<file path="src/logic/vdec_pkg.sv">
// --------------------
// shared sizes, encodings and bundles for the vector decode stage
// funct6 codes follow the OPIVV/OPIVX/OPIVI map; vslide1up and
// vslide1down use local codes since only OPI funct3 values decode
// elements are always stored 32 bits wide; sew only tags the bundle
// --------------------
package vdec_pkg;

  localparam int NUM_VREGS      = 32;
  localparam int ELEMS_PER_REG  = 8;
  localparam int ELEM_WIDTH     = 32;
  localparam int VREG_IDX_WIDTH = 5;
  localparam int OFFSET_WIDTH   = 32;
  localparam int ELEM_IDX_WIDTH = $clog2(ELEMS_PER_REG);
  localparam logic [6:0] OPV_OPCODE = 7'b1010111;

  typedef logic [VREG_IDX_WIDTH-1:0] vreg_idx_t;
  typedef logic [OFFSET_WIDTH-1:0]   offset_t;
  typedef logic [ELEM_WIDTH-1:0]     elem_t;

  typedef enum logic [1:0] {SEW8 = 2'b00, SEW16 = 2'b01, SEW32 = 2'b10} sew_t;

  typedef enum logic [2:0] {OPIVV = 3'b000, OPIVI = 3'b011, OPIVX = 3'b100} vfunct3_t;

  // values are the funct6 field
  typedef enum logic [5:0] {
    VADD        = 6'b000000,
    VSUB        = 6'b000010,
    VRGATHER    = 6'b001100,
    VSLIDEUP    = 6'b001110,
    VSLIDEDOWN  = 6'b001111,
    VSLIDE1UP   = 6'b011110,
    VSLIDE1DOWN = 6'b011111,
    VMV         = 6'b010111,
    VWADD       = 6'b110001
  } vop_t;

  typedef enum logic {VS1_SRC_NORMAL, VS1_SRC_ZERO} vs1_src_t;

  typedef enum logic [2:0] {
    VS2_SRC_NORMAL, VS2_SRC_IDX_PLUS_RS1, VS2_SRC_IDX_PLUS_UIMM, VS2_SRC_IDX_PLUS_1,
    VS2_SRC_VS1, VS2_SRC_RS1, VS2_SRC_UIMM, VS2_SRC_ZERO
  } vs2_src_t;

  typedef enum logic [2:0] {
    VD_SRC_NORMAL, VD_SRC_ZERO, VD_SRC_IDX_PLUS_RS1, VD_SRC_IDX_PLUS_UIMM, VD_SRC_IDX_PLUS_1
  } vd_src_t;

  typedef struct packed {
    vop_t      op;
    vreg_idx_t vs1;
    vreg_idx_t vs2;
    vreg_idx_t vd;
    offset_t   imm;
    logic      is_signed;
    logic      masked;
    logic      vd_widen;
    vs1_src_t  vs1_src;
    vs2_src_t  vs2_src;
    vd_src_t   vd_src;
    sew_t      sew;
  } vctrl_t;

  // lane0 sits in the low half
  typedef struct packed {
    elem_t lane1;
    elem_t lane0;
  } elem_pair_t;

  typedef struct packed {
    offset_t lane1;
    offset_t lane0;
  } offset_pair_t;

  typedef struct packed {
    vop_t         op;
    vreg_idx_t    vd;
    elem_pair_t   vs1_data;
    elem_pair_t   vs2_data;
    elem_pair_t   vs3_data;
    offset_pair_t woffset;
    offset_t      imm;
    offset_t      xs1;
    logic         mask0;
    logic         mask1;
    logic         wen0;
    logic         wen1;
    sew_t         eew;
    sew_t         sew;
    offset_t      vl;
  } de_bundle_t;

endpackage

</file>
<file path="src/logic/decode_execute_reg.sv">
// --------------------
// bundle register toward execute
// flush wins over stall; stall holds de_valid and the bundle
// --------------------
module decode_execute_reg (
  input  logic                 CLK,
  input  logic                 nRST,
  input  logic                 stall,
  input  logic                 flush,
  input  logic                 pair_valid,
  input  vdec_pkg::de_bundle_t next_bundle,
  output logic                 de_valid,
  output vdec_pkg::de_bundle_t de_bundle
);
  import vdec_pkg::*;

  always_ff @(posedge CLK, negedge nRST) begin
    if (!nRST) begin
      de_valid  <= 1'b0;
      de_bundle <= '0;
    end else if (flush) begin
      de_valid  <= 1'b0;
      de_bundle <= '0;
    end else if (!stall) begin
      de_valid <= pair_valid;
      // idle cycles leave a zero bundle behind
      if (pair_valid) begin
        de_bundle <= next_bundle;
      end else begin
        de_bundle <= '0;
      end
    end
  end

endmodule

</file>
<file path="config.mk">
export PLATFORM = sky130hd
export DESIGN_NAME = decode_execute_reg
export DESIGN_NICKNAME = d
export VERILOG_FILES = /design/src/logic/vdec_pkg.sv /design/src/logic/decode_execute_reg.sv
export SDC_FILE = /design/constraint.sdc
export NUM_CORES = 1
export LEC_CHECK = 0
export ABC_AREA = 1
export BUFFER_PORTS_ARGS = -buffer_cell sky130_fd_sc_hd__buf_2
export CAP_MARGIN = 0
export CORE_AREA = 2 2 289 291
export CTS_BUF_LIST = sky130_fd_sc_hd__clkbuf_8
export DETAILED_ROUTE_END_ITERATION = 6
export DIE_AREA = 0 0 291 293
export HOLD_SLACK_MARGIN = 0.06
export PLACE_DENSITY = 0.51
export SLEW_MARGIN = 20
export SYNTH_ARGS = -nofsm -noshare
export SYNTH_HDL_FRONTEND = slang
export SYNTH_SLANG_ARGS = --single-unit
</file>
<file path="constraint.sdc">
create_clock -name CLK -period 0.8 [get_ports CLK]
set_input_delay 0.12 -clock CLK [delete_from_list [all_inputs] [get_ports CLK]]
set_output_delay 0.12 -clock CLK [all_outputs]
set_load 0.05 [all_outputs]
</file>
== Yosys cells after proc, flatten, opt, wreduce, memory -nomap -nowiden ==
Cells that the tools add are included.
Cells by class
  mux-type cells: 5
  equal/unequal tests: 1
Operators with widths (count)
  2-to-1 mux 371 bit: 3
  2-to-1 mux 1 bit: 2
  != test 2 x 1 -> 1 bit (second input constant): 1
Storage, ports and cells
  output and inout bits: 372
  input bits: 376
  bits in registers: 372
  logic and storage cells: 26

== Logic depth before layout (Yosys ltp) ==
  depth in word-level cells: 3
  mapped depth: 8
  mapped depth without buffers: 5

== Worst setup path after synthesis ==
No wires, ideal clock.
  kind: input to register
  start: input flush
  end: register de_bundle[281] (netlist name)
  setup slack: -0.143 ns
  arrival time: 0.826 ns
  setup time: 0.118 ns
  stages on the path: 8
  data required time: 0.682 ns
  cell sequence: inv_2 -> nand2_1 -> inv_2 -> buf_2 -> buf_4 -> buf_2 -> nand2_1 -> nand2_1
On the way
  longest elaborated chain between the ends: 1
  elaborated cells on any way between the ends: 2
RTL lines
  start: declaration: line decode_execute_reg.sv:9  | input logic flush,
  != test 2 x 1 -> 1 bit (no source line) / 2-to-1 mux 371 bit (equally long branches)
  end signal: assignment: line decode_execute_reg.sv:28  | de_bundle <= next_bundle;
  end: declaration: line decode_execute_reg.sv:13  | output vdec_pkg::de_bundle_t de_bundle
Parallel ways exist; a longest one is shown, timed or not.
A chain may end at the register's enable or synchronous reset.

== Worst setup path in the final report ==
  start: register de_bundle[256] (netlist name)
  end: output de_bundle[256] (netlist name)
No word-level cell between the ends.

==> results.py <==
metrics = {
    "layout": {
        "final_core_utilization_pct": 39.3,
        "final_cell_mix": "nand2_1 (1,474), dlygate4sd3_1 (388), buf_2 (372)",
        "nets": 4056,
        "final_common_cell": "nand2_1",
        "fin_area_um2": 32100,
        "drive_above_1_share_pct": 37.4,
        "synthToLayoutAreaGrowth_pct": 88.4,
    },
    "critical_path": {
        "rrSetupSlack_ps": -90,
        "path_buf_inv": 1,
        "cp_slowest_cell": "dfrtp_1",
        "crit_required_ps": 680,
        "critPathCaptureType": "output pin",
        "cp_top_family": "flip-flops",
        "rr_startpoint": "de_bundle[214]$_DFFE_PN0P_",
        "setup.worst_path.class": "register to output pin",
        "crit_end": "de_bundle[256]",
        "rr_endpoint": "de_bundle[214]$_DFFE_PN0P_",
        "cpPeakStageDelay_ps": 420,
        "startpoint": "de_bundle[256]$_DFFE_PN0P_",
        "path_depth": 1,
        "critPathArrivalTime_ps": 1260,
        "path_max_fanout": 2,
        "crit_chain": "buf_6",
        "cp-start-kind": "register",
        "worstRegToRegCells": 4,
    },
    "pwr": {
        "ir_drop_mv": 0.964,
        "power_density_nw_per_um2": 1670,
        "p_leak_nw": 17.0,
    },
    "logic_synthesis": {
        "synth_seq_area_share_pct": 54.6,
        "yosys_warnings": 0,
        "netlist_area_um2": 17100,
        "syn_inst": 2397,
        "synth.distinct_cells": 9,
        "ys_seq_elements": 372,
        "synth_fp_nets": 2773,
        "avgSynthCellArea_um2": 7.12,
    },
    "timing": {
        "slew_headroom_pct": 69.5,
        "rsz0062_at_grt": "yes",
        "setup_viol": 840,
        "final_critical_path_setup_slack_ps": -576,
        "finalMaxSlewViolations": 0,
        "fin_crit_ps": 1380,
        "finalCritPeriodShare_pct": 172,
        "hold_viol_final": 0,
        "skew_ps": 0,
        "tns_ps": -340340,
        "worstMarginPinSlew_ps": 458,
        "fmax_mhz": 727,
    },
    "floorplan": {
        "ios": 748,
        "die_x_um": 291,
        "fp-row-count": 105,
        "start_util_pct": 20.8,
        "die_area_um2": 85300,
        "core_um2": 81800,
        "fp.dieH_um": 293,
    },
    "placement": {
        "io_buffer_count": 747,
        "post-place-ws_ps": -329,
        "hpwl_mm": 51.2,
        "dpl_cell_area_um2": 23700,
        "gp_congestion": 0.861,
    },
    "global_routing": {
        "grt_usage_pct": 16.9,
        "grt_pass1_vias": 20500,
        "grt-ovfl-total": 0,
        "grt_pass1_wl_mm": 114,
        "grt_max_degree": 58,
        "antenna_found_initial": 7,
    },
    "worst_hold_path": {
        "hold_path_depth": 6,
        "min_path_type": "primary input to register",
    },
    "clocking": {
        "cts_buffers": 72,
        "cts-root-buf": "clkbuf_8",
        "clockBufferDepth": 3,
        "cts_tree": "yes",
        "clock_sinks": 372,
        "clock_latency_ps": 620,
        "clkTransAtPathRegs_ps": 60,
        "htree_levels": 3,
    },
    "drt": {
        "final_antenna_net_count": 0,
        "vias": 19900,
        "drtIter0Drc": 875,
        "vias_per_cell": 4.14,
        "avgRoutedWirePerCell_um": 15.5,
        "firstDrtPassIters": 5,
        "wl_mm": 74.5,
        "drc_errors": 0,
    },
    "run": {
        "drv_cap": 0,
    },
    "outcome": {
        "failed_checks": "negative setup slack",
        "status": "finished with violations",
    },
}
## state kept, by name, summed over array words and instances, names as in the netlist
| signal | flops |
|---|---|
| de_bundle | 371 |
| de_valid | 1 |
## cells by family after synthesis
logic type             synth area share (%)
buffers and inverters                  4.50
DFF                                    54.6
and+or+nand+nor                        40.9
## worst min path at each step
stage	start	endpoint	slack, ps
floorplan	nRST	de_bundle[0]$_DFFE_PN0P_	-180
global placement	nRST	de_bundle[177]$_DFFE_PN0P_	-70
detailed placement	nRST	de_bundle[177]$_DFFE_PN0P_	-70
CTS	pair_valid	de_bundle[48]$_DFFE_PN0P_	-60
global route	pair_valid	de_bundle[19]$_DFFE_PN0P_	20
finish	pair_valid	de_bundle[48]$_DFFE_PN0P_	60
## Yosys cell counts
| master | n | share of area (%) |
|---|---|---|
| buf_2 | 110 | 3.2 |
| inv_2 | 2 | 0.044 |
| nand3b_1 | 1 | 0.044 |
| clkbuf_1 | 43 | 0.95 |
| nor2_1 | 371 | 8.2 |
| buf_1 | 9 | 0.20 |
| dfrtp_1 | 372 | 55 |
| nand2_1 | 1487 | 33 |
| buf_4 | 2 | 0.088 |
## per-stage QoR
step | hold WS, ps | cells | power [mW]
global placement | -65.3 | 4215 | 31.0
floorplan | -176 | 2397 | 26.8
CTS | -59.4 | 4781 | 54.4
global route | 18.7 | 4808 | 56.2
finish | 58.3 | 4810 | 53.7
detailed placement | -66.2 | 4215 | 31.0
## worst register-to-register path, delay by kind of cell (launching register included)
kind / cells / cell delay (ps)
flip-flops: 1 / 410
buffers and inverters: 2 / 270
AND/OR/NAND/NOR: 2 / 110
## timing repair
item | CTS | global route
hold endpoints to repair | 744 | 37
setup buffers | 40 | 35
endpoints found under the setup margin | 372 | 1001
pin swaps | 0 | 10
gates resized for setup | 750 | 41
hold buffers | 397 | 7
## per-layer routing
metal | up-vias | GRT usage (%) | part of all wire [%]
met3 | 246 | 4.18 | 6.0
li1 | 9702 | - | -
met1 | 9196 | 19.4 | 40
met4 | 2 | 11.0 | 6.3
met5 | - | 0 | 0.017
met2 | 749 | 28.1 | 48
## final cells by class
class                   instances  area (µm²)
repair buffers               1373       12600
fillers                      8201       49700
clock inverters                37         230
flip-flops and latches        372        9680
inverters                       2        27.5
multi-input cells            1859        7030
clock buffers                  92        1270
well taps                    1070        1340
diodes                          5        12.5
## where the power goes
part	total, mW	switching, mW	internal [mW]
Clock	19.7	8.94	10.8
Combinational	13.3	7.68	5.59
Sequential	20.7	0.803	19.9
Total	53.7	17.4	36.3
No activity file was read; power rests on OpenSTA's default activity.
