--- config.mk ---
export PLATFORM = sky130hd
export DESIGN_NAME = offset_gen
export DESIGN_NICKNAME = d
export VERILOG_FILES = /design/src/logic/vdec_pkg.sv /design/src/logic/offset_gen.sv
export SDC_FILE = /design/constraint.sdc
export NUM_CORES = 1
export LEC_CHECK = 0
export ABC_AREA = 0
export BUFFER_PORTS_ARGS = -buffer_cell sky130_fd_sc_hd__buf_2
export CORE_ASPECT_RATIO = 0.75
export CORE_UTILIZATION = 35
export DETAILED_ROUTE_END_ITERATION = 6
export MAX_ROUTING_LAYER = met4
export SYNTH_ARGS = -nofsm -noshare
export SYNTH_HDL_FRONTEND = slang
export SYNTH_SLANG_ARGS = --single-unit
--- constraint.sdc ---
create_clock -name vclk -period 9.46
set_input_delay 1.892 -clock vclk [all_inputs]
set_output_delay 1.892 -clock vclk [all_outputs]
set_load 0.005 [all_outputs]
--- src/logic/vdec_pkg.sv ---
// --------------------
// shared sizes, encodings and bundles for the vector decode stage
// funct6 codes follow the OPIVV/OPIVX/OPIVI map; vslide1up and
// vslide1down use local codes since only OPI funct3 values decode
// elements are always stored 32 bits wide; sew only tags the bundle
// --------------------
package vdec_pkg;

  localparam int NUM_VREGS      = 32;
  localparam int ELEMS_PER_REG  = 8;
  localparam int ELEM_WIDTH     = 32;
  localparam int VREG_IDX_WIDTH = 5;
  localparam int OFFSET_WIDTH   = 32;
  localparam int ELEM_IDX_WIDTH = $clog2(ELEMS_PER_REG);
  localparam logic [6:0] OPV_OPCODE = 7'b1010111;

  typedef logic [VREG_IDX_WIDTH-1:0] vreg_idx_t;
  typedef logic [OFFSET_WIDTH-1:0]   offset_t;
  typedef logic [ELEM_WIDTH-1:0]     elem_t;

  typedef enum logic [1:0] {SEW8 = 2'b00, SEW16 = 2'b01, SEW32 = 2'b10} sew_t;

  typedef enum logic [2:0] {OPIVV = 3'b000, OPIVI = 3'b011, OPIVX = 3'b100} vfunct3_t;

  // values are the funct6 field
  typedef enum logic [5:0] {
    VADD        = 6'b000000,
    VSUB        = 6'b000010,
    VRGATHER    = 6'b001100,
    VSLIDEUP    = 6'b001110,
    VSLIDEDOWN  = 6'b001111,
    VSLIDE1UP   = 6'b011110,
    VSLIDE1DOWN = 6'b011111,
    VMV         = 6'b010111,
    VWADD       = 6'b110001
  } vop_t;

  typedef enum logic {VS1_SRC_NORMAL, VS1_SRC_ZERO} vs1_src_t;

  typedef enum logic [2:0] {
    VS2_SRC_NORMAL, VS2_SRC_IDX_PLUS_RS1, VS2_SRC_IDX_PLUS_UIMM, VS2_SRC_IDX_PLUS_1,
    VS2_SRC_VS1, VS2_SRC_RS1, VS2_SRC_UIMM, VS2_SRC_ZERO
  } vs2_src_t;

  typedef enum logic [2:0] {
    VD_SRC_NORMAL, VD_SRC_ZERO, VD_SRC_IDX_PLUS_RS1, VD_SRC_IDX_PLUS_UIMM, VD_SRC_IDX_PLUS_1
  } vd_src_t;

  typedef struct packed {
    vop_t      op;
    vreg_idx_t vs1;
    vreg_idx_t vs2;
    vreg_idx_t vd;
    offset_t   imm;
    logic      is_signed;
    logic      masked;
    logic      vd_widen;
    vs1_src_t  vs1_src;
    vs2_src_t  vs2_src;
    vd_src_t   vd_src;
    sew_t      sew;
  } vctrl_t;

  // lane0 sits in the low half
  typedef struct packed {
    elem_t lane1;
    elem_t lane0;
  } elem_pair_t;

  typedef struct packed {
    offset_t lane1;
    offset_t lane0;
  } offset_pair_t;

  typedef struct packed {
    vop_t         op;
    vreg_idx_t    vd;
    elem_pair_t   vs1_data;
    elem_pair_t   vs2_data;
    elem_pair_t   vs3_data;
    offset_pair_t woffset;
    offset_t      imm;
    offset_t      xs1;
    logic         mask0;
    logic         mask1;
    logic         wen0;
    logic         wen1;
    sew_t         eew;
    sew_t         sew;
    offset_t      vl;
  } de_bundle_t;

endpackage

--- src/logic/offset_gen.sv ---
// --------------------
// combinational element offsets for both lanes
// offsets are not clipped, the register file zeroes reads past the end
// --------------------
module offset_gen (
  input  vdec_pkg::vctrl_t       ctrl,
  input  vdec_pkg::offset_t      elem_idx,
  input  vdec_pkg::offset_t      xs1,
  input  vdec_pkg::elem_pair_t   vs1_data,
  output vdec_pkg::offset_pair_t vs1_off,
  output vdec_pkg::offset_pair_t vs2_off,
  output vdec_pkg::offset_pair_t vd_off,
  output vdec_pkg::sew_t         eew
);
  import vdec_pkg::*;

  // lane1 sits step elements past lane0
  function automatic offset_pair_t make_pair(input offset_t base, input offset_t step);
    offset_pair_t p;
    p.lane0 = base;
    p.lane1 = base + step;
    return p;
  endfunction

  always_comb begin
    case (ctrl.vs1_src)
      VS1_SRC_NORMAL: vs1_off = make_pair(elem_idx, 1);
      default:        vs1_off = '0;
    endcase
  end

  always_comb begin
    case (ctrl.vs2_src)
      VS2_SRC_NORMAL:        vs2_off = make_pair(elem_idx, 1);
      VS2_SRC_IDX_PLUS_RS1:  vs2_off = make_pair(elem_idx + xs1, 1);
      VS2_SRC_IDX_PLUS_UIMM: vs2_off = make_pair(elem_idx + ctrl.imm, 1);
      VS2_SRC_IDX_PLUS_1:    vs2_off = make_pair(elem_idx + offset_t'(1), 1);
      // gather by index held in vs1, one per lane
      VS2_SRC_VS1: begin
        vs2_off.lane0 = vs1_data.lane0;
        vs2_off.lane1 = vs1_data.lane1;
      end
      VS2_SRC_RS1:  vs2_off = make_pair(xs1, 0);
      VS2_SRC_UIMM: vs2_off = make_pair(ctrl.imm, 0);
      default:      vs2_off = '0;
    endcase
  end

  always_comb begin
    case (ctrl.vd_src)
      VD_SRC_NORMAL:        vd_off = make_pair(elem_idx, 1);
      VD_SRC_IDX_PLUS_RS1:  vd_off = make_pair(elem_idx + xs1, 1);
      VD_SRC_IDX_PLUS_UIMM: vd_off = make_pair(elem_idx + ctrl.imm, 1);
      VD_SRC_IDX_PLUS_1:    vd_off = make_pair(elem_idx + offset_t'(1), 1);
      default:              vd_off = '0;
    endcase
  end

  // widening doubles the destination width, capped at 32
  always_comb begin
    eew = ctrl.sew;
    if (ctrl.vd_widen) begin
      eew = (ctrl.sew == SEW8) ? SEW16 : SEW32;
    end
  end

endmodule

=== After elaboration in Yosys (flattened, before gate mapping) ===
Cells that the tools add are included.

* Muxes and demuxes: 5
* Reductions and logical operators: 3
* Add/subtract/negate cells: 6
* Equal/unequal tests: 9

{| class="wikitable"
|+ Operators with widths
! cell !! count
|-
| $pmux 64 s7 || 1
|-
| $pmux 64 s4 || 1
|-
| $add 32x1->32 const B || 4
|-
| $add 32x32->32 || 2
|-
| $mux 64 || 1
|-
| $eq 3x2->1 const B || 4
|-
| $eq 3x3->1 const B || 4
|-
| $logic_not 3->1 || 2
|-
| $mux 2 || 2
|-
| $eq 3x1->1 const B || 1
|-
| $logic_not 2->1 || 1
|}

* Word-level logic and storage cells: 23
* Input bits: 193
* Register bits: 0
* Output and inout bits: 194

=== Depth between registers and ports, before layout ===
Gate-level depths: netlist (run 1).

* Word-level depth: 3
* Gate-level depth with buffers: 14
* Gate-level depth less buffers: 13

=== Worst setup path before layout (run 1) ===
Ideal clock, no wire load.

* Path kind: in2out
* From: in elem_idx[0]
* To: out vd_off[55] in the netlist's numbering
* Slack: 2281 ps
* Required time: 7568 ps
* Stages on the path: 13
* Arrival time: 5287 ps
* Buffers on the path: 0
* Path through: ha_1 > fa_1 > a21o_1 > a221oi_4 > o21ai_2 > a21o_1 > a311oi_2 > nand4_1 > nor4_4 > or4b_1 > xor2_1 > nand2_1 > a32o_1

{| class="wikitable"
|+ RTL lines
! item !! RTL line !! RTL
|-
| from (decl) || offset_gen.sv:7 || <nowiki>input vdec_pkg::offset_t elem_idx,</nowiki>
|-
| to (decl) || offset_gen.sv:12 || <nowiki>output vdec_pkg::offset_pair_t vd_off,</nowiki>
|}

==> metrics, run 1 <==
Slowest cell on crit path=xor2_1; # DRC=17; Final Max Tran Viols=0; final WL=67560 µm; Worst Setup End Kind=primary output; Setup Fix Bufs, Post-CTS=0; Tcrit/Tclk final=91.64%; initial core utilization=35.56%; crit start category=primary input; hpwl dp=51610 µm; Critical Path RT=7.57 ns; final setup margin=0.7910 ns; PD cells=77.25 nW/µm²; Cell variety after synth=111; Detail Route Antenna Nets=0; grt peak-use layer=met1; vias in the first global route=14682; worst path cell trace=buf_2 -> ha_1 -> fa_1 -> a211oi_2 -> o31ai_1 -> a22oi_1 -> a21oi_1 -> xor2_1 -> o2111ai_1 -> nor4_1 -> nand3_1 -> nor4_2 -> xnor2_1 -> o221ai_1 -> buf_2; # nets final=2249; Vias/cell=6.663; unrepaired setup endpoints after global routing=false; FFs & Latches=0; P&R area growth vs syn=18.85%; GP Congestion=1.042; yosys warns=0; Core ar.=32310 µm²; Clk pwr share=0%; Largest stage delay, worst path=0.61 ns; hold_buf cts=0; Final Hold Viols=0; final setup fails=0; worst hold path type=in2out; placed inst area=13650 µm²; static leakage=0.005715 µW; switching power=678.0 µW; I/O Pins=387; Netlist Area Pre-Place=11490 µm²; grt met1 use=55.30%; Starting DRT DRC Count=2302; switching part of the total power=64.27%; I/O Buffers=364; Cells after Synth=1708; fin area=13650 µm²; status=finished with violations; CP most frequent cell=buf_2; pin count of the biggest net entering global routing=65; Max Cap Viol=0; average wire per standard cell=27.82 µm; sequential share of power=0%; grt met2 use=53.89%; die height=158.9 µm; Design Power=1055 µW; Max FO, Critical Path=14; synthesized area per cell=6.726 µm²; met3 usage=9.533%; post-route minimum period=8.669 ns; initial antenna violation count=1; Sequential Area=0 µm²; routed vias=16184; global route overflow=0; FMAX=115.4 MHz; share of cells above drive strength 1=24.37%; Sum Neg Setup Slack=0 ns; Worst slew margin=20.88%; syn nets=1969; combinational fraction of design power=100.0%; Setup CP Type=in2out; failing checks=DRC; Max VDD drop=25.69 µV; die width=211.2 µm; filler cell count=3541; # rows=57; global-route usage over all layers=39.37%; DRT Pass-1 Iters=7; sequential share of the synthesized area=0%; arrival time worst endpoint=6.78 ns; number of clock buffers in the layout=0; first-pass GRT wire length=97060 µm; total die area=33560 µm²; Internal=376.9 µW; PostCTS Resize Cnt=0; Post-Place Worst Slack=1.041 ns; worst slew pin tran=1.184 ns
==> area by class of cell <==
class | instances | area (µm²) | share of cell area (%)
Inverter | 30 | 112.6 | 0.8247
Antenna cell | 1 | 2.502 | 0.01833
Tap cell | 442 | 553.0 | 4.050
Timing Repair Buffer | 402 | 2107 | 15.43
Multi-Input combinational cell | 1554 | 10880 | 79.68
==> stage by stage <==
step | util [%] | hold slack, ns | cells
after detailed placement | 42.26 | 4.045 | 2428
after global routing | 42.26 | 4.077 | 2429
after CTS | 42.26 | 4.045 | 2428
after floorplan | - | 3.857 | 1708
final | 42.26 | 4.042 | 2429
after global placement | 42.26 | 4.034 | 2428
==> layer usage <==
metal	up-vias	routed length, µm	share of wire, %
li1	7065	-	-
met1	7627	28490	42
met2	1324	26930	40
met3	168	9537	14
met4	0	2607	3.9
met5	-	0	0
==> synthesized netlist by cell type, types with 27 or more instances <==
library cell,n,area (µm²)
nand4_1,27,168.9
o22ai_1,53,331.6
xor2_1,81,709.4
a21oi_1,131,655.6
o21ai_0,126,630.6
xnor2_1,131,1147
a221oi_1,35,306.5
clkbuf_1,83,311.6
mux2i_1,44,440.4
nand2_1,174,653.1
o221ai_1,27,236.5
nand3_1,52,260.3
a22oi_1,36,270.3
inv_1,28,105.1
nor2b_1,32,200.2
ha_1,66,825.8
nor2_1,151,566.8
==> cells in the final DEF (no fill, tap or decap), types with 52 or more instances in the layout <==
cell type  count
buf_2        364
nand2_1      172
nor2_1       149
a21oi_1      131
xnor2_1      131
o21ai_0      126
xor2_1        81
ha_1          66
o22ai_1       53
nand3_1       52
==> cell families (layout without fill, tap and decap cells) <==
kind of cell / count (synthesis) / after routing / synth area share (%)
AOI/OAI and AO/OA: 614 / 614 / 37.29
xor gates and xnor gates: 216 / 216 / 17.02
adders and majority gates: 68 / 68 / 7.536
buffers and inverters: 154 / 432 / 5.663
muxes: 51 / 51 / 4.520
other: 0 / 1 / 0
and+or+nand+nor: 605 / 605 / 27.97
==> power groups by stage <==
stage                     clock [µW]  combinational, µW  sequential (µW)
final                      0.0000142               1050                0
after global routing       0.0000142               1110                0
after CTS                          0               1020                0
after detailed placement           0               1010                0
after global placement             0               1010                0
after floorplan                    0                635                0
==> final timing paths <==
kind / from / endpoint / depth (start not counted)
setup / recovery: elem_idx[0] / vd_off[63] / 15
hold / removal: ctrl[1] / eew[1] / 3
==> worst max-delay path, delay by kind of cell <==
family	cells	cell delay, ns
compound gates	6	1.98
simple gates	3	0.95
xor+xnor	2	0.82
fa+ha+maj	2	0.74
buf+inv	2	0.39
(Power assumes the default switching activity.)
==> run 2: changes to the inputs <==
--- a/config.mk
+++ b/config.mk
@@ -7,10 +7,11 @@
 export LEC_CHECK = 0
 export ABC_AREA = 0
 export BUFFER_PORTS_ARGS = -buffer_cell sky130_fd_sc_hd__buf_2
-export CORE_ASPECT_RATIO = 0.75
-export CORE_UTILIZATION = 35
+export CORE_ASPECT_RATIO = 0.6
+export CORE_UTILIZATION = 50
 export DETAILED_ROUTE_END_ITERATION = 6
 export MAX_ROUTING_LAYER = met4
+export PLACE_DENSITY = 0.79
 export SYNTH_ARGS = -nofsm -noshare
 export SYNTH_HDL_FRONTEND = slang
 export SYNTH_SLANG_ARGS = --single-unit
==> run 2 against run 1 <==
The flow still finishes with violations (DRC). Clock-buffer cell count did not move. Global-route usage is 13 points higher. Flip-flop and latch count unchanged. Cell count down 5.3%. Total power is 3.0% higher. First-iteration DRC count rose by 8.3%. Critical endpoint is now vs2_off[63].
==> metrics, run 2 (same netlist as run 1, synthesis figures left out) <==
I/O Buffers=364; arrival time worst endpoint=7.17 ns; FMAX=110.3 MHz; number of clock buffers in the layout=0; combinational fraction of design power=100.0%; Detail Route Antenna Nets=0; crit start category=primary input; share of cells above drive strength 1=24.26%; PostCTS Resize Cnt=0; global-route usage over all layers=52.68%; Final Max Tran Viols=0; # nets final=2250; Max Cap Viol=0; Sum Neg Setup Slack=0 ns; routed vias=16758; Max VDD drop=43.74 µV; post-route minimum period=9.063 ns; Sequential Area=0 µm²; Worst Setup End Kind=primary output; initial core utilization=51.56%; die height=119.4 µm; # DRC=7; # rows=42; Starting DRT DRC Count=2493; most common cell after layout, fill and taps aside=buf_2; P&R area growth vs syn=17.44%; sequential share of power=0%; Clk pwr share=0%; Setup CP Type=in2out; worst hold path type=in2out; switching power=701.8 µW; worst slew pin tran=1.228 ns; commonest non-fill, non-tap cells in the layout=364 x buf_2, 174 x nand2_1, 150 x nor2_1; switching part of the total power=64.60%; Final Hold Viols=0; average wire per standard cell=27.98 µm; global route overflow=0; GP Congestion=1.096; Worst slew margin=17.90%; Design Power=1086 µW; I/O Pins=387; unrepaired setup endpoints after global routing=false; first-pass GRT wire length=91410 µm; DRT Pass-1 Iters=7; final setup fails=0; total die area=23610 µm²; static leakage=0.005716 µW; Critical Path RT=7.57 ns; vias in the first global route=14872; hold_buf cts=0; die width=197.7 µm; FFs & Latches=0; status=finished with violations; Tcrit/Tclk final=95.80%; area of the multi-input gates=10870 µm²; initial antenna violation count=5; Max FO, Critical Path=14; Core ar.=22280 µm²; PD cells=80.52 nW/µm²; Vias/cell=7.286; pin count of the biggest net entering global routing=67; failing checks=DRC; Internal=384.6 µW; hpwl dp=49300 µm; final WL=64340 µm; filler cell count=2221; Setup Fix Bufs, Post-CTS=0
-- run 2: final timing paths --
path	from	endpoint	slack (ns)	cells past startpoint
setup / recovery	elem_idx[0]	vs2_off[63]	0.40	16
hold / removal	ctrl[1]	eew[1]	4.04	3
-- run 2: through the flow --
stage	hold WS, ns	setup slack (ns)	cell area (µm²)	util, %	cells
after floorplan	3.857	2.281	11490	-	1708
after global placement	4.033	1.071	13480	60.50	2295
after detailed placement	4.040	1.049	13480	60.50	2295
after CTS	4.039	1.045	13480	60.50	2295
after global routing	4.054	0.5978	13490	60.55	2300
final	4.040	0.3973	13490	60.55	2300
-- run 2: routing by layer --
layer	routed length (µm)	part of all wire (%)	track usage, %
met1	25270	39	72.00
met5	0	0	-
met4	2817	4.4	17.44
met3	12540	19	22.06
met2	23720	37	67.72
-- run 2: final cells by class --
| type | instances | share of cell area (%) |
|---|---|---|
| Multi-Input combinational cell | 1554 | 80.54 |
| Timing Repair Buffer | 403 | 15.67 |
| Tap cell | 308 | 2.856 |
| Inverter | 30 | 0.8346 |
| Antenna cell | 5 | 0.09274 |
-- run 2: power groups by stage --
stage | combinational [µW] | sequential, µW | clock, µW
3_5_place_dp | 1020 | 0 | 0
2_1_floorplan | 635 | 0 | 0
4_1_cts | 1020 | 0 | 0
3_3_place_gp | 1000 | 0 | 0
6_report | 1090 | 0 | 0.0000201
5_1_grt | 1130 | 0 | 0.0000130
-- run 2: worst max-delay path: stages --
cell       delay, ns
buf_2           0.29
ha_1            0.28
fa_1            0.29
a211oi_2        0.15
o31ai_1         0.89
a22oi_1         0.42
a21oi_1         0.27
xor2_1          0.18
buf_4           0.18
o2111ai_1       0.36
nor4_1          0.87
nand3_1         0.18
nor4_2          0.28
xnor2_1         0.15
o221ai_2        0.28
buf_2           0.18
