--- config.mk ---
export PLATFORM = sky130hd
export DESIGN_NAME = element_sequencer
export DESIGN_NICKNAME = d
export VERILOG_FILES = /design/src/logic/vdec_pkg.sv /design/src/logic/element_sequencer.sv
export SDC_FILE = /design/constraint.sdc
export NUM_CORES = 1
export LEC_CHECK = 0
export ABC_AREA = 1
export BUFFER_PORTS_ARGS = -buffer_cell sky130_fd_sc_hd__buf_2
export CAP_MARGIN = 20
export CELL_PAD_IN_SITES_DETAIL_PLACEMENT = 1
export CELL_PAD_IN_SITES_GLOBAL_PLACEMENT = 2
export CORE_UTILIZATION = 31
export CTS_CLUSTER_SIZE = 25
export DETAILED_ROUTE_END_ITERATION = 12
export PLACE_DENSITY = 0.85
export SLEW_MARGIN = 5
export SYNTH_ARGS = -nofsm -noshare
export SYNTH_HDL_FRONTEND = slang
export SYNTH_SLANG_ARGS = --single-unit
--- constraint.sdc ---
create_clock -name CLK -period 4.4 [get_ports CLK]
set_input_delay 0.44 -clock CLK [delete_from_list [all_inputs] [get_ports CLK]]
set_output_delay 0.44 -clock CLK [all_outputs]
set_load 0.05 [all_outputs]
--- src/logic/vdec_pkg.sv ---
// --------------------
// shared sizes, encodings and bundles for the vector decode stage
// funct6 codes follow the OPIVV/OPIVX/OPIVI map; vslide1up and
// vslide1down use local codes since only OPI funct3 values decode
// elements are always stored 32 bits wide; sew only tags the bundle
// --------------------
package vdec_pkg;

  localparam int NUM_VREGS      = 32;
  localparam int ELEMS_PER_REG  = 8;
  localparam int ELEM_WIDTH     = 32;
  localparam int VREG_IDX_WIDTH = 5;
  localparam int OFFSET_WIDTH   = 32;
  localparam int ELEM_IDX_WIDTH = $clog2(ELEMS_PER_REG);
  localparam logic [6:0] OPV_OPCODE = 7'b1010111;

  typedef logic [VREG_IDX_WIDTH-1:0] vreg_idx_t;
  typedef logic [OFFSET_WIDTH-1:0]   offset_t;
  typedef logic [ELEM_WIDTH-1:0]     elem_t;

  typedef enum logic [1:0] {SEW8 = 2'b00, SEW16 = 2'b01, SEW32 = 2'b10} sew_t;

  typedef enum logic [2:0] {OPIVV = 3'b000, OPIVI = 3'b011, OPIVX = 3'b100} vfunct3_t;

  // values are the funct6 field
  typedef enum logic [5:0] {
    VADD        = 6'b000000,
    VSUB        = 6'b000010,
    VRGATHER    = 6'b001100,
    VSLIDEUP    = 6'b001110,
    VSLIDEDOWN  = 6'b001111,
    VSLIDE1UP   = 6'b011110,
    VSLIDE1DOWN = 6'b011111,
    VMV         = 6'b010111,
    VWADD       = 6'b110001
  } vop_t;

  typedef enum logic {VS1_SRC_NORMAL, VS1_SRC_ZERO} vs1_src_t;

  typedef enum logic [2:0] {
    VS2_SRC_NORMAL, VS2_SRC_IDX_PLUS_RS1, VS2_SRC_IDX_PLUS_UIMM, VS2_SRC_IDX_PLUS_1,
    VS2_SRC_VS1, VS2_SRC_RS1, VS2_SRC_UIMM, VS2_SRC_ZERO
  } vs2_src_t;

  typedef enum logic [2:0] {
    VD_SRC_NORMAL, VD_SRC_ZERO, VD_SRC_IDX_PLUS_RS1, VD_SRC_IDX_PLUS_UIMM, VD_SRC_IDX_PLUS_1
  } vd_src_t;

  typedef struct packed {
    vop_t      op;
    vreg_idx_t vs1;
    vreg_idx_t vs2;
    vreg_idx_t vd;
    offset_t   imm;
    logic      is_signed;
    logic      masked;
    logic      vd_widen;
    vs1_src_t  vs1_src;
    vs2_src_t  vs2_src;
    vd_src_t   vd_src;
    sew_t      sew;
  } vctrl_t;

  // lane0 sits in the low half
  typedef struct packed {
    elem_t lane1;
    elem_t lane0;
  } elem_pair_t;

  typedef struct packed {
    offset_t lane1;
    offset_t lane0;
  } offset_pair_t;

  typedef struct packed {
    vop_t         op;
    vreg_idx_t    vd;
    elem_pair_t   vs1_data;
    elem_pair_t   vs2_data;
    elem_pair_t   vs3_data;
    offset_pair_t woffset;
    offset_t      imm;
    offset_t      xs1;
    logic         mask0;
    logic         mask1;
    logic         wen0;
    logic         wen1;
    sew_t         eew;
    sew_t         sew;
    offset_t      vl;
  } de_bundle_t;

endpackage

--- src/logic/element_sequencer.sv ---
// --------------------
// walks the element index in steps of 2 while busy
// start arms busy even under stall; a vl of 0 never sets busy
// busy drops on the edge that issues the last pair
// --------------------
module element_sequencer (
  input  logic              CLK,
  input  logic              nRST,
  input  logic              start,
  input  logic              stall,
  input  logic              flush,
  input  vdec_pkg::offset_t vl,
  output logic              busy,
  output logic              pair_valid,
  output vdec_pkg::offset_t elem_idx
);
  import vdec_pkg::*;

  offset_t idx;
  offset_t next_idx;
  logic    last_pair;

  assign next_idx  = idx + offset_t'(2);
  assign last_pair = (next_idx >= vl);

  // a pair is issued every cycle that busy is held
  assign pair_valid = busy;
  assign elem_idx   = idx;

  always_ff @(posedge CLK, negedge nRST) begin
    if (!nRST) begin
      busy <= 1'b0;
      idx  <= '0;
    end else if (flush) begin
      busy <= 1'b0;
      idx  <= '0;
    end else if (!busy) begin
      if (start && (vl != '0)) begin
        busy <= 1'b1;
      end
      idx <= '0;
    end else if (!stall) begin
      if (last_pair) begin
        busy <= 1'b0;
        idx  <= '0;
      end else begin
        idx <= next_idx;
      end
    end
  end

endmodule

Word-level counts from Yosys, hierarchy flattened
Index checks and enable logic that the tools add are counted.

cells by class
  add/sub/neg operators = 1
  muxes and demuxes = 9
  reduce and logical (&&, ||, !) cells = 2
  order comparisons = 1
  eq/ne operators = 1

operators with widths
  operator                                                         number
  32-bit two-way mux                                               4
  32-bit by 2-bit adder with 32-bit output, second input constant  1
  32-bit greater-or-equal comparator                               1
  32-bit nonzero test                                              1
  1-bit two-way mux                                                5
  3-bit != test, second input constant                             1
  1-bit logical AND                                                1

word-level totals
  bits of input ports = 37
  logic and storage cells = 16
  output and inout bits = 34
  bits in registers = 33

Logic depth before layout (Yosys ltp)
Gate-level depths: netlist of the first run.

  depth in word-level cells = 6
  mapped depth = 19
  depth with buffers taken out = 18

Worst setup path after synthesis of the first run
OpenSTA, ideal clock, no wires.

  path type = reg2reg
  from = register idx[2] (netlist: elem_idx[2])
  to = register idx[17] (netlist: elem_idx[17])
  setup slack = 1349 ps
  clock period less this slack = 3051 ps
  stages on the path, launching flop included = 18
  arrival = 2917 ps
  setup time = 134 ps
  cell sequence = dfrtp_1 > ha_1 > nand3_4 > nor2_4 > inv_2 > nor2_4 > nand3_1 > nand2_1 > inv_2 > ha_1 > nand2_1 > nor2_1 > nand2_1 > nor2_1 > nand2_1 > nand2_1 > clkbuf_1 > o21ai_0

on the way
  word-level cells in the longest chain between the ends = 6

ends and longest elaborated chain
  what                                          RTL line                 source
  from (decl)                                   element_sequencer.sv:19  offset_t idx;
  from (signal assigned)                        element_sequencer.sv:47  idx <= next_idx;
  32-bit by 2-bit adder with 32-bit output (*)  element_sequencer.sv:23  assign next_idx = idx + offset_t'(2);
  32-bit greater-or-equal comparator            element_sequencer.sv:24  assign last_pair = (next_idx >= vl);
  32-bit two-way mux (*)                        element_sequencer.sv:43  if (last_pair) begin
  32-bit two-way mux (*)                        element_sequencer.sv:42  end else if (!stall) begin
  32-bit two-way mux (*)                        element_sequencer.sv:37  end else if (!busy) begin
  32-bit two-way mux (*)                        element_sequencer.sv:34  end else if (flush) begin

Every way passes the cells marked *; elsewhere a longest branch is shown, timed or not. The select of a mux whose other input is x is not followed.
A chain may end at the register's enable or synchronous reset.

Final worst setup path of the first run
  from = register idx[2] (netlist: elem_idx[2])
  to = register idx[3] (netlist: elem_idx[3])

Same word-level chain as after synthesis.

==> results of run 1 <==
## kinds of logic (layout without fill, tap and decap cells)
kind of cell | after synthesis | after routing | synth area share, %
AO/OA/AOI/OAI | 49 | 49 | 7.77
XOR/XNOR | 15 | 15 | 4.54
adder cells (fa/ha/maj) | 32 | 32 | 12.4
buffers and inverters | 94 | 161 | 11.2
flip-flops | 32 | 32 | 24.9
other | 1 | 1 | 0.116
AND/OR/NAND/NOR | 292 | 292 | 39.1
## synthesized netlist by cell type
master,count
inv_1,74
nand3_1,19
clkinv_1,1
nand2_4,1
nor2_4,3
a21oi_1,15
nor2_8,1
xnor2_1,8
ha_1,32
xor2_2,1
buf_2,1
nor2_1,56
nand2_2,2
dfrtp_1,32
inv_2,8
nand4_1,13
o21ai_1,12
a21o_1,1
nor3_2,1
o21a_1,1
nand3_4,2
xnor2_2,1
buf_4,2
conb_1,1
o21ai_0,20
clkbuf_1,8
nand2_1,185
nor3_1,1
nor2_2,8
xor2_1,5
## layer usage
| metal | global-route usage (%) | vias up |
|---|---|---|
| met2 | 36.7 | 52 |
| met1 | 27.1 | 1609 |
| met3 | 2.19 | 13 |
| li1 | - | 1726 |
| met4 | 4.08 | 0 |
| met5 | 0 | - |
## through the flow
step / utilization, % / total power [mW]
after floorplan: - / 0.351
after global placement: 37.3 / 0.382
after detailed placement: 37.3 / 0.387
after CTS: 38.2 / 0.649
after global routing: 38.5 / 0.669
final: 38.5 / 0.639
## cell type report
class / instances / share of cell area, %
Timing Repair Buffer: 71 / 9.96
Multi-Input combinational cell: 389 / 54.0
Clock buffer: 7 / 2.52
Inverter: 83 / 8.16
Sequential cell: 32 / 21.0
Tap cell: 133 / 4.36
## power by group
part | switching (mW) | internal (mW) | total (mW)
Combinational | 0.0555 | 0.0268 | 0.0823
Clock | 0.120 | 0.140 | 0.259
Sequential | 0.00191 | 0.295 | 0.297
## final timing paths
path	startpoint	end	slack (ps)	cells after the start
setup / recovery	elem_idx[2]$_DFFE_PN0P_	elem_idx[3]$_DFFE_PN0P_	950	17
max in group asynchronous	nRST	elem_idx[14]$_DFFE_PN0P_	3670	1
min in group CLK	stall	busy$_DFF_PN0_	460	3
hold reg to reg	elem_idx[31]$_DFFE_PN0P_	elem_idx[31]$_DFFE_PN0P_	560	2
setup reg to reg	elem_idx[2]$_DFFE_PN0P_	elem_idx[3]$_DFFE_PN0P_	950	17
hold / removal	nRST	elem_idx[29]$_DFFE_PN0P_	220	1
## flip-flops by register name, summed over array words and instances, names as in the netlist
| name | count |
|---|---|
| busy | 1 |
| elem_idx | 31 |
## worst max-delay path, stage by stage (launching register included)
cell and delay [ps]:
dfrtp_1 460, ha_1 340, nand3_4 140, nor2_4 240, nand2_2 120, nor2_2 140
nand3_1 90, nand2_1 90, inv_2 40, ha_1 290, a21oi_1 150, nor2_1 50
nor2_1 100, nand3_1 80, a21oi_1 170, nand2_1 380, buf_16 310, o21ai_0 180
==> reports/results.ini, run 1 <==
[synthesis]
synth_cells=515
ys_ff_latch=32
syn_area_mm2=0.00322
syn_nets=584
yosys_warnings=0
synth_largest_area_cell=dfrtp_1
yosysSeqAreaShare_pct=24.9
synth.avg_cell_area_um2=6.26
ys_types=30
yosysTopAreaCellShare_pct=24.9
ys_top_cells_by_area=dfrtp_1 25%, nand2_1 22%, ha_1 12%, inv_1 8.6%, nor2_1 6.5%

[timing]
drv_slew=0
final.min_clock_period_ps=3450
rsz0062_at_grt=no
hold_viol=0
fin_skew_ps=10.9
worstMarginPinSlew_ps=1030
fin_ws_ps=953
setup_viol=0
setup_tns_ps=0
whs_ps=225
min_period_over_period_pct=78.3
fmax_mhz=290
relSlewSlack_pct=31.0

[placed_design]
placed_area_mm2=0.00369
portBuffers=69
gp_congestion=0.803
dp_cells=707
dp_slack_ps=668
post-dp-hpwl_um=8800

[layout]
seq_area_um2=801
num_antenna_cells=0
final_area_mm2=0.00382
layout_common_cells=185 x nand2_1, 74 x inv_1, 69 x buf_2
area_growth_pct=18.5
fin_cells=715
drive_gt1_share_pct=18.4
multiInputGateArea_mm2=0.00206
final_nets=651
layout_commonest_cell=nand2_1
nFillCells=1357

[die]
rows=36
die_h_um=104
start_util_pct=32.5
ioPinCount=71
fp.coreArea_mm2=0.00991
die_w_um=104
die_area_mm2=0.0108

[power_and_ir_drop]
leakage_nw=2.08
irDropWorstVdd_uv=102
powerDensity_mw_per_mm2=167

[flow_run]
maxCapViolCount=0

[route]
drtPass1Iterations=4
drc_errors=0
avgViaCountPerCell=4.76
wl_met3_um=252
postRouteAntennaNets=0
drtIter0Drc=81
wl_per_cell_um=14.8
dr.max_layer_used=met4
vias=3400
wl_um=10600
wl_met2_um=5010
routedLengthMet1_um=5180

[critical_path]
critPathKind=flop to flop
start_kind=flop
critPathArrivalTime_ps=3660
critPathCaptureType=flop
worstPathMaxFanout=19
cp.required_ps=4610

[global_route]
grt.overflow.total=0
grt_pass1_vias=3582
antenna_found_initial=0
grt_max_degree=33
grtUsageTotal_pct=20.7
grt_pass1_wl_um=18000

[clock_tree]
cts_sinks=32
cts_made_buffers=5
cts_root_buffer=clkbuf_8
cts_hold_buf=0
clkTransAtPathRegs_ps=80
post_cts_buffers=0
cts.path.max_buffers=2
cts_tree=done
cts-htree-levels=2
cts_resized=0
clock_latency_ps=290

[status]
status=completed

[hold_path]
hp-class=input pin to async pin

Power figures use the tool's default switching activity.
==> run 2, diff against run 1 <==
--- a/config.mk
+++ b/config.mk
@@ -10,10 +10,10 @@
 export CAP_MARGIN = 20
 export CELL_PAD_IN_SITES_DETAIL_PLACEMENT = 1
 export CELL_PAD_IN_SITES_GLOBAL_PLACEMENT = 2
-export CORE_UTILIZATION = 31
+export CORE_UTILIZATION = 26
 export CTS_CLUSTER_SIZE = 25
 export DETAILED_ROUTE_END_ITERATION = 12
-export PLACE_DENSITY = 0.85
+export PLACE_DENSITY = 0.76
 export SLEW_MARGIN = 5
 export SYNTH_ARGS = -nofsm -noshare
 export SYNTH_HDL_FRONTEND = slang
==> constraint.sdc (replaced) <==
create_clock -name CLK -period 2.95 [get_ports CLK]
set_input_delay 0.295 -clock CLK [delete_from_list [all_inputs] [get_ports CLK]]
set_output_delay 0.295 -clock CLK [all_outputs]
set_load 0.05 [all_outputs]
==> reports/results.ini, run 2 (same netlist as run 1, synthesis figures left out) <==
[power_and_ir_drop]
power_frac_clock_pct=47.2  ; was 40.6%
sw_frac_of_total_pct=26.3  ; was 27.7%
irDropWorstVdd_uv=194  ; was 102 uV
power.internal_mw=0.796  ; was 0.462 mW
leakage_nw=2.24  ; was 2.08 nW
power_switching_mw=0.284  ; was 0.177 mW
powerDensity_mw_per_mm2=258  ; was 167 mW/mm^2
pwr-share-comb_pct=11.8  ; was 12.9%
p_seq_share_pct=41.0  ; was 46.5%

[route]
vias=3526  ; was 3400
wl_per_cell_um=14.8  ; about the same
drc_errors=0  ; unchanged
drtPass1Iterations=4  ; unchanged
avgViaCountPerCell=4.52  ; was 4.76
postRouteAntennaNets=0  ; unchanged
drtIter0Drc=93  ; was 81
wl_um=11500  ; was 10600 um

[clock_tree]
cts_root_buffer=clkbuf_16  ; was clkbuf_8
clock_latency_ps=280  ; was 290 ps
cts_made_buffers=5  ; unchanged
cts_hold_buf=0  ; unchanged
clkTransAtPathRegs_ps=60  ; was 80 ps
cts-htree-levels=2  ; unchanged
cts_tree=done  ; unchanged
cts.path.max_buffers=2  ; unchanged
cts_sinks=32  ; unchanged

[global_route]
antenna_found_initial=0  ; unchanged
grtUsageTotal_pct=18.5  ; was 20.7%
grt_pass1_vias=3686  ; was 3582
grt_max_degree=33  ; unchanged
grt.overflow.total=0  ; unchanged
grt_pass1_wl_um=18500  ; was 18000 um

[layout]
fin_cells=780  ; was 715
area_growth_pct=29.6  ; was 18.5%
largest_reg_flops=31  ; unchanged
fin_util_pct=34.6  ; was 38.5%
layout_common_cells=182 x nand2_1, 74 x inv_1, 69 x buf_2  ; was 185 x nand2_1, 74 x inv_1, 69 x buf_2
num_antenna_cells=0  ; unchanged
final_nets=680  ; was 651
nFillCells=1578  ; was 1357
drive_gt1_share_pct=25.3  ; was 18.4%
layout_commonest_cell=nand2_1  ; unchanged

[hold_path]
hp-class=input pin to async pin  ; unchanged

[critical_path]
reg2regPathDepth=17  ; unchanged
worstPathMaxFanout=12  ; was 19
critPathCaptureType=flop  ; unchanged
critPathArrivalTime_ps=2950  ; was 3660 ps
start_kind=flop  ; unchanged
critPathKind=flop to flop  ; unchanged
cp.required_ps=3150  ; was 4610 ps

[placed_design]
gp_congestion=0.797  ; was 0.803
portBuffers=69  ; unchanged
dp_cells=765  ; was 707
post-dp-hpwl_um=9420  ; was 8800 um

[timing]
drv_slew=0  ; unchanged
worstMarginPinSlew_ps=787  ; was 1030 ps
fin_skew_ps=5.76  ; was 10.9 ps
min_period_over_period_pct=93.4  ; was 78.3%
setup_viol=0  ; unchanged
fmax_mhz=363  ; was 290 MHz
relSlewSlack_pct=47.5  ; was 31.0%
setup_tns_ps=0  ; unchanged
hold_viol=0  ; unchanged
final.min_clock_period_ps=2750  ; was 3450 ps

[die]
ioPinCount=71  ; unchanged
die_h_um=113  ; was 104 um
die_area_mm2=0.0128  ; was 0.0108 mm^2
rows=40  ; was 36
die_w_um=113  ; was 104 um
start_util_pct=26.7  ; was 32.5%
fp.coreArea_mm2=0.0121  ; was 0.00991 mm^2

[status]
status=completed  ; unchanged

[flow_run]
maxCapViolCount=0  ; unchanged

## run 2: area by class of cell
class | count | area [um^2] | share of cell area (%)
Clock buffer | 7 | 133 | 3.18
Multi-Input combinational cell | 389 | 2100 | 50.2
Clock inverter | 1 | 5.00 | 0.120
Inverter | 83 | 312 | 7.46
Tap cell | 168 | 210 | 5.03
Timing Repair Buffer | 100 | 608 | 14.6
Sequential cell | 32 | 813 | 19.5
## run 2: metal layers
layer | track usage [%] | up-vias | part of all wire, %
met5 | 0 | - | 0
met4 | 2.81 | 0 | 0.65
met3 | 2.57 | 8 | 2.4
met2 | 34.5 | 46 | 51
met1 | 22.8 | 1686 | 46
li1 | - | 1786 | -
## run 2: timing repair
action                     4_1_cts  5_1_grt
cloned                           0        1
pin swaps                        0        5
resized for setup                2       24
setup buffers                    0        6
setup endpoints to repair        5       31
## run 2: power by group through the flow
stage	registers (mW)	clock network [mW]	logic (mW)
after global routing	0.443	0.535	0.146
after floorplan	0.460	0	0.0638
after CTS	0.443	0.519	0.130
after detailed placement	0.451	0	0.129
final	0.443	0.509	0.127
after global placement	0.451	0	0.124
## run 2: through the flow
step / cell area [um^2] / total power, mW / hold WS, ps / setup WS [ps]
global route: 4180 / 1.12 / 160 / -32.6
finish: 4180 / 1.08 / 101 / 195
global placement: 3930 / 0.575 / 416 / 115
CTS: 4070 / 1.09 / 126 / 18.7
detailed placement: 3930 / 0.580 / 423 / -22.1
floorplan: 3220 / 0.523 / -0.591 / 87.9
## run 2: final timing paths
check                      slack (ps)                startpoint                       end
setup / recovery                  200  elem_idx[15]$_DFFE_PN0P_   elem_idx[1]$_DFFE_PN0P_
hold / removal                    100                      nRST   elem_idx[7]$_DFFE_PN0P_
setup reg to reg                  200  elem_idx[15]$_DFFE_PN0P_   elem_idx[1]$_DFFE_PN0P_
hold reg to reg                   550  elem_idx[30]$_DFFE_PN0P_  elem_idx[30]$_DFFE_PN0P_
max in group asynchronous        2300                      nRST  elem_idx[23]$_DFFE_PN0P_
min in group CLK                  340                     stall            busy$_DFF_PN0_
## run 2: worst max-delay path, cell delays in order (launching register included)
cell	delay, ps
dfrtp_1	440
nand2_1	110
nor2_2	190
buf_4	160
nand2_1	90
nor2_1	180
nand3_1	90
nand2_1	80
inv_1	50
ha_1	260
nand2_1	80
o21ai_0	120
nand2_1	100
nand2_1	90
a21oi_2	190
nand2_4	110
clkbuf_16	190
o21ai_1	140
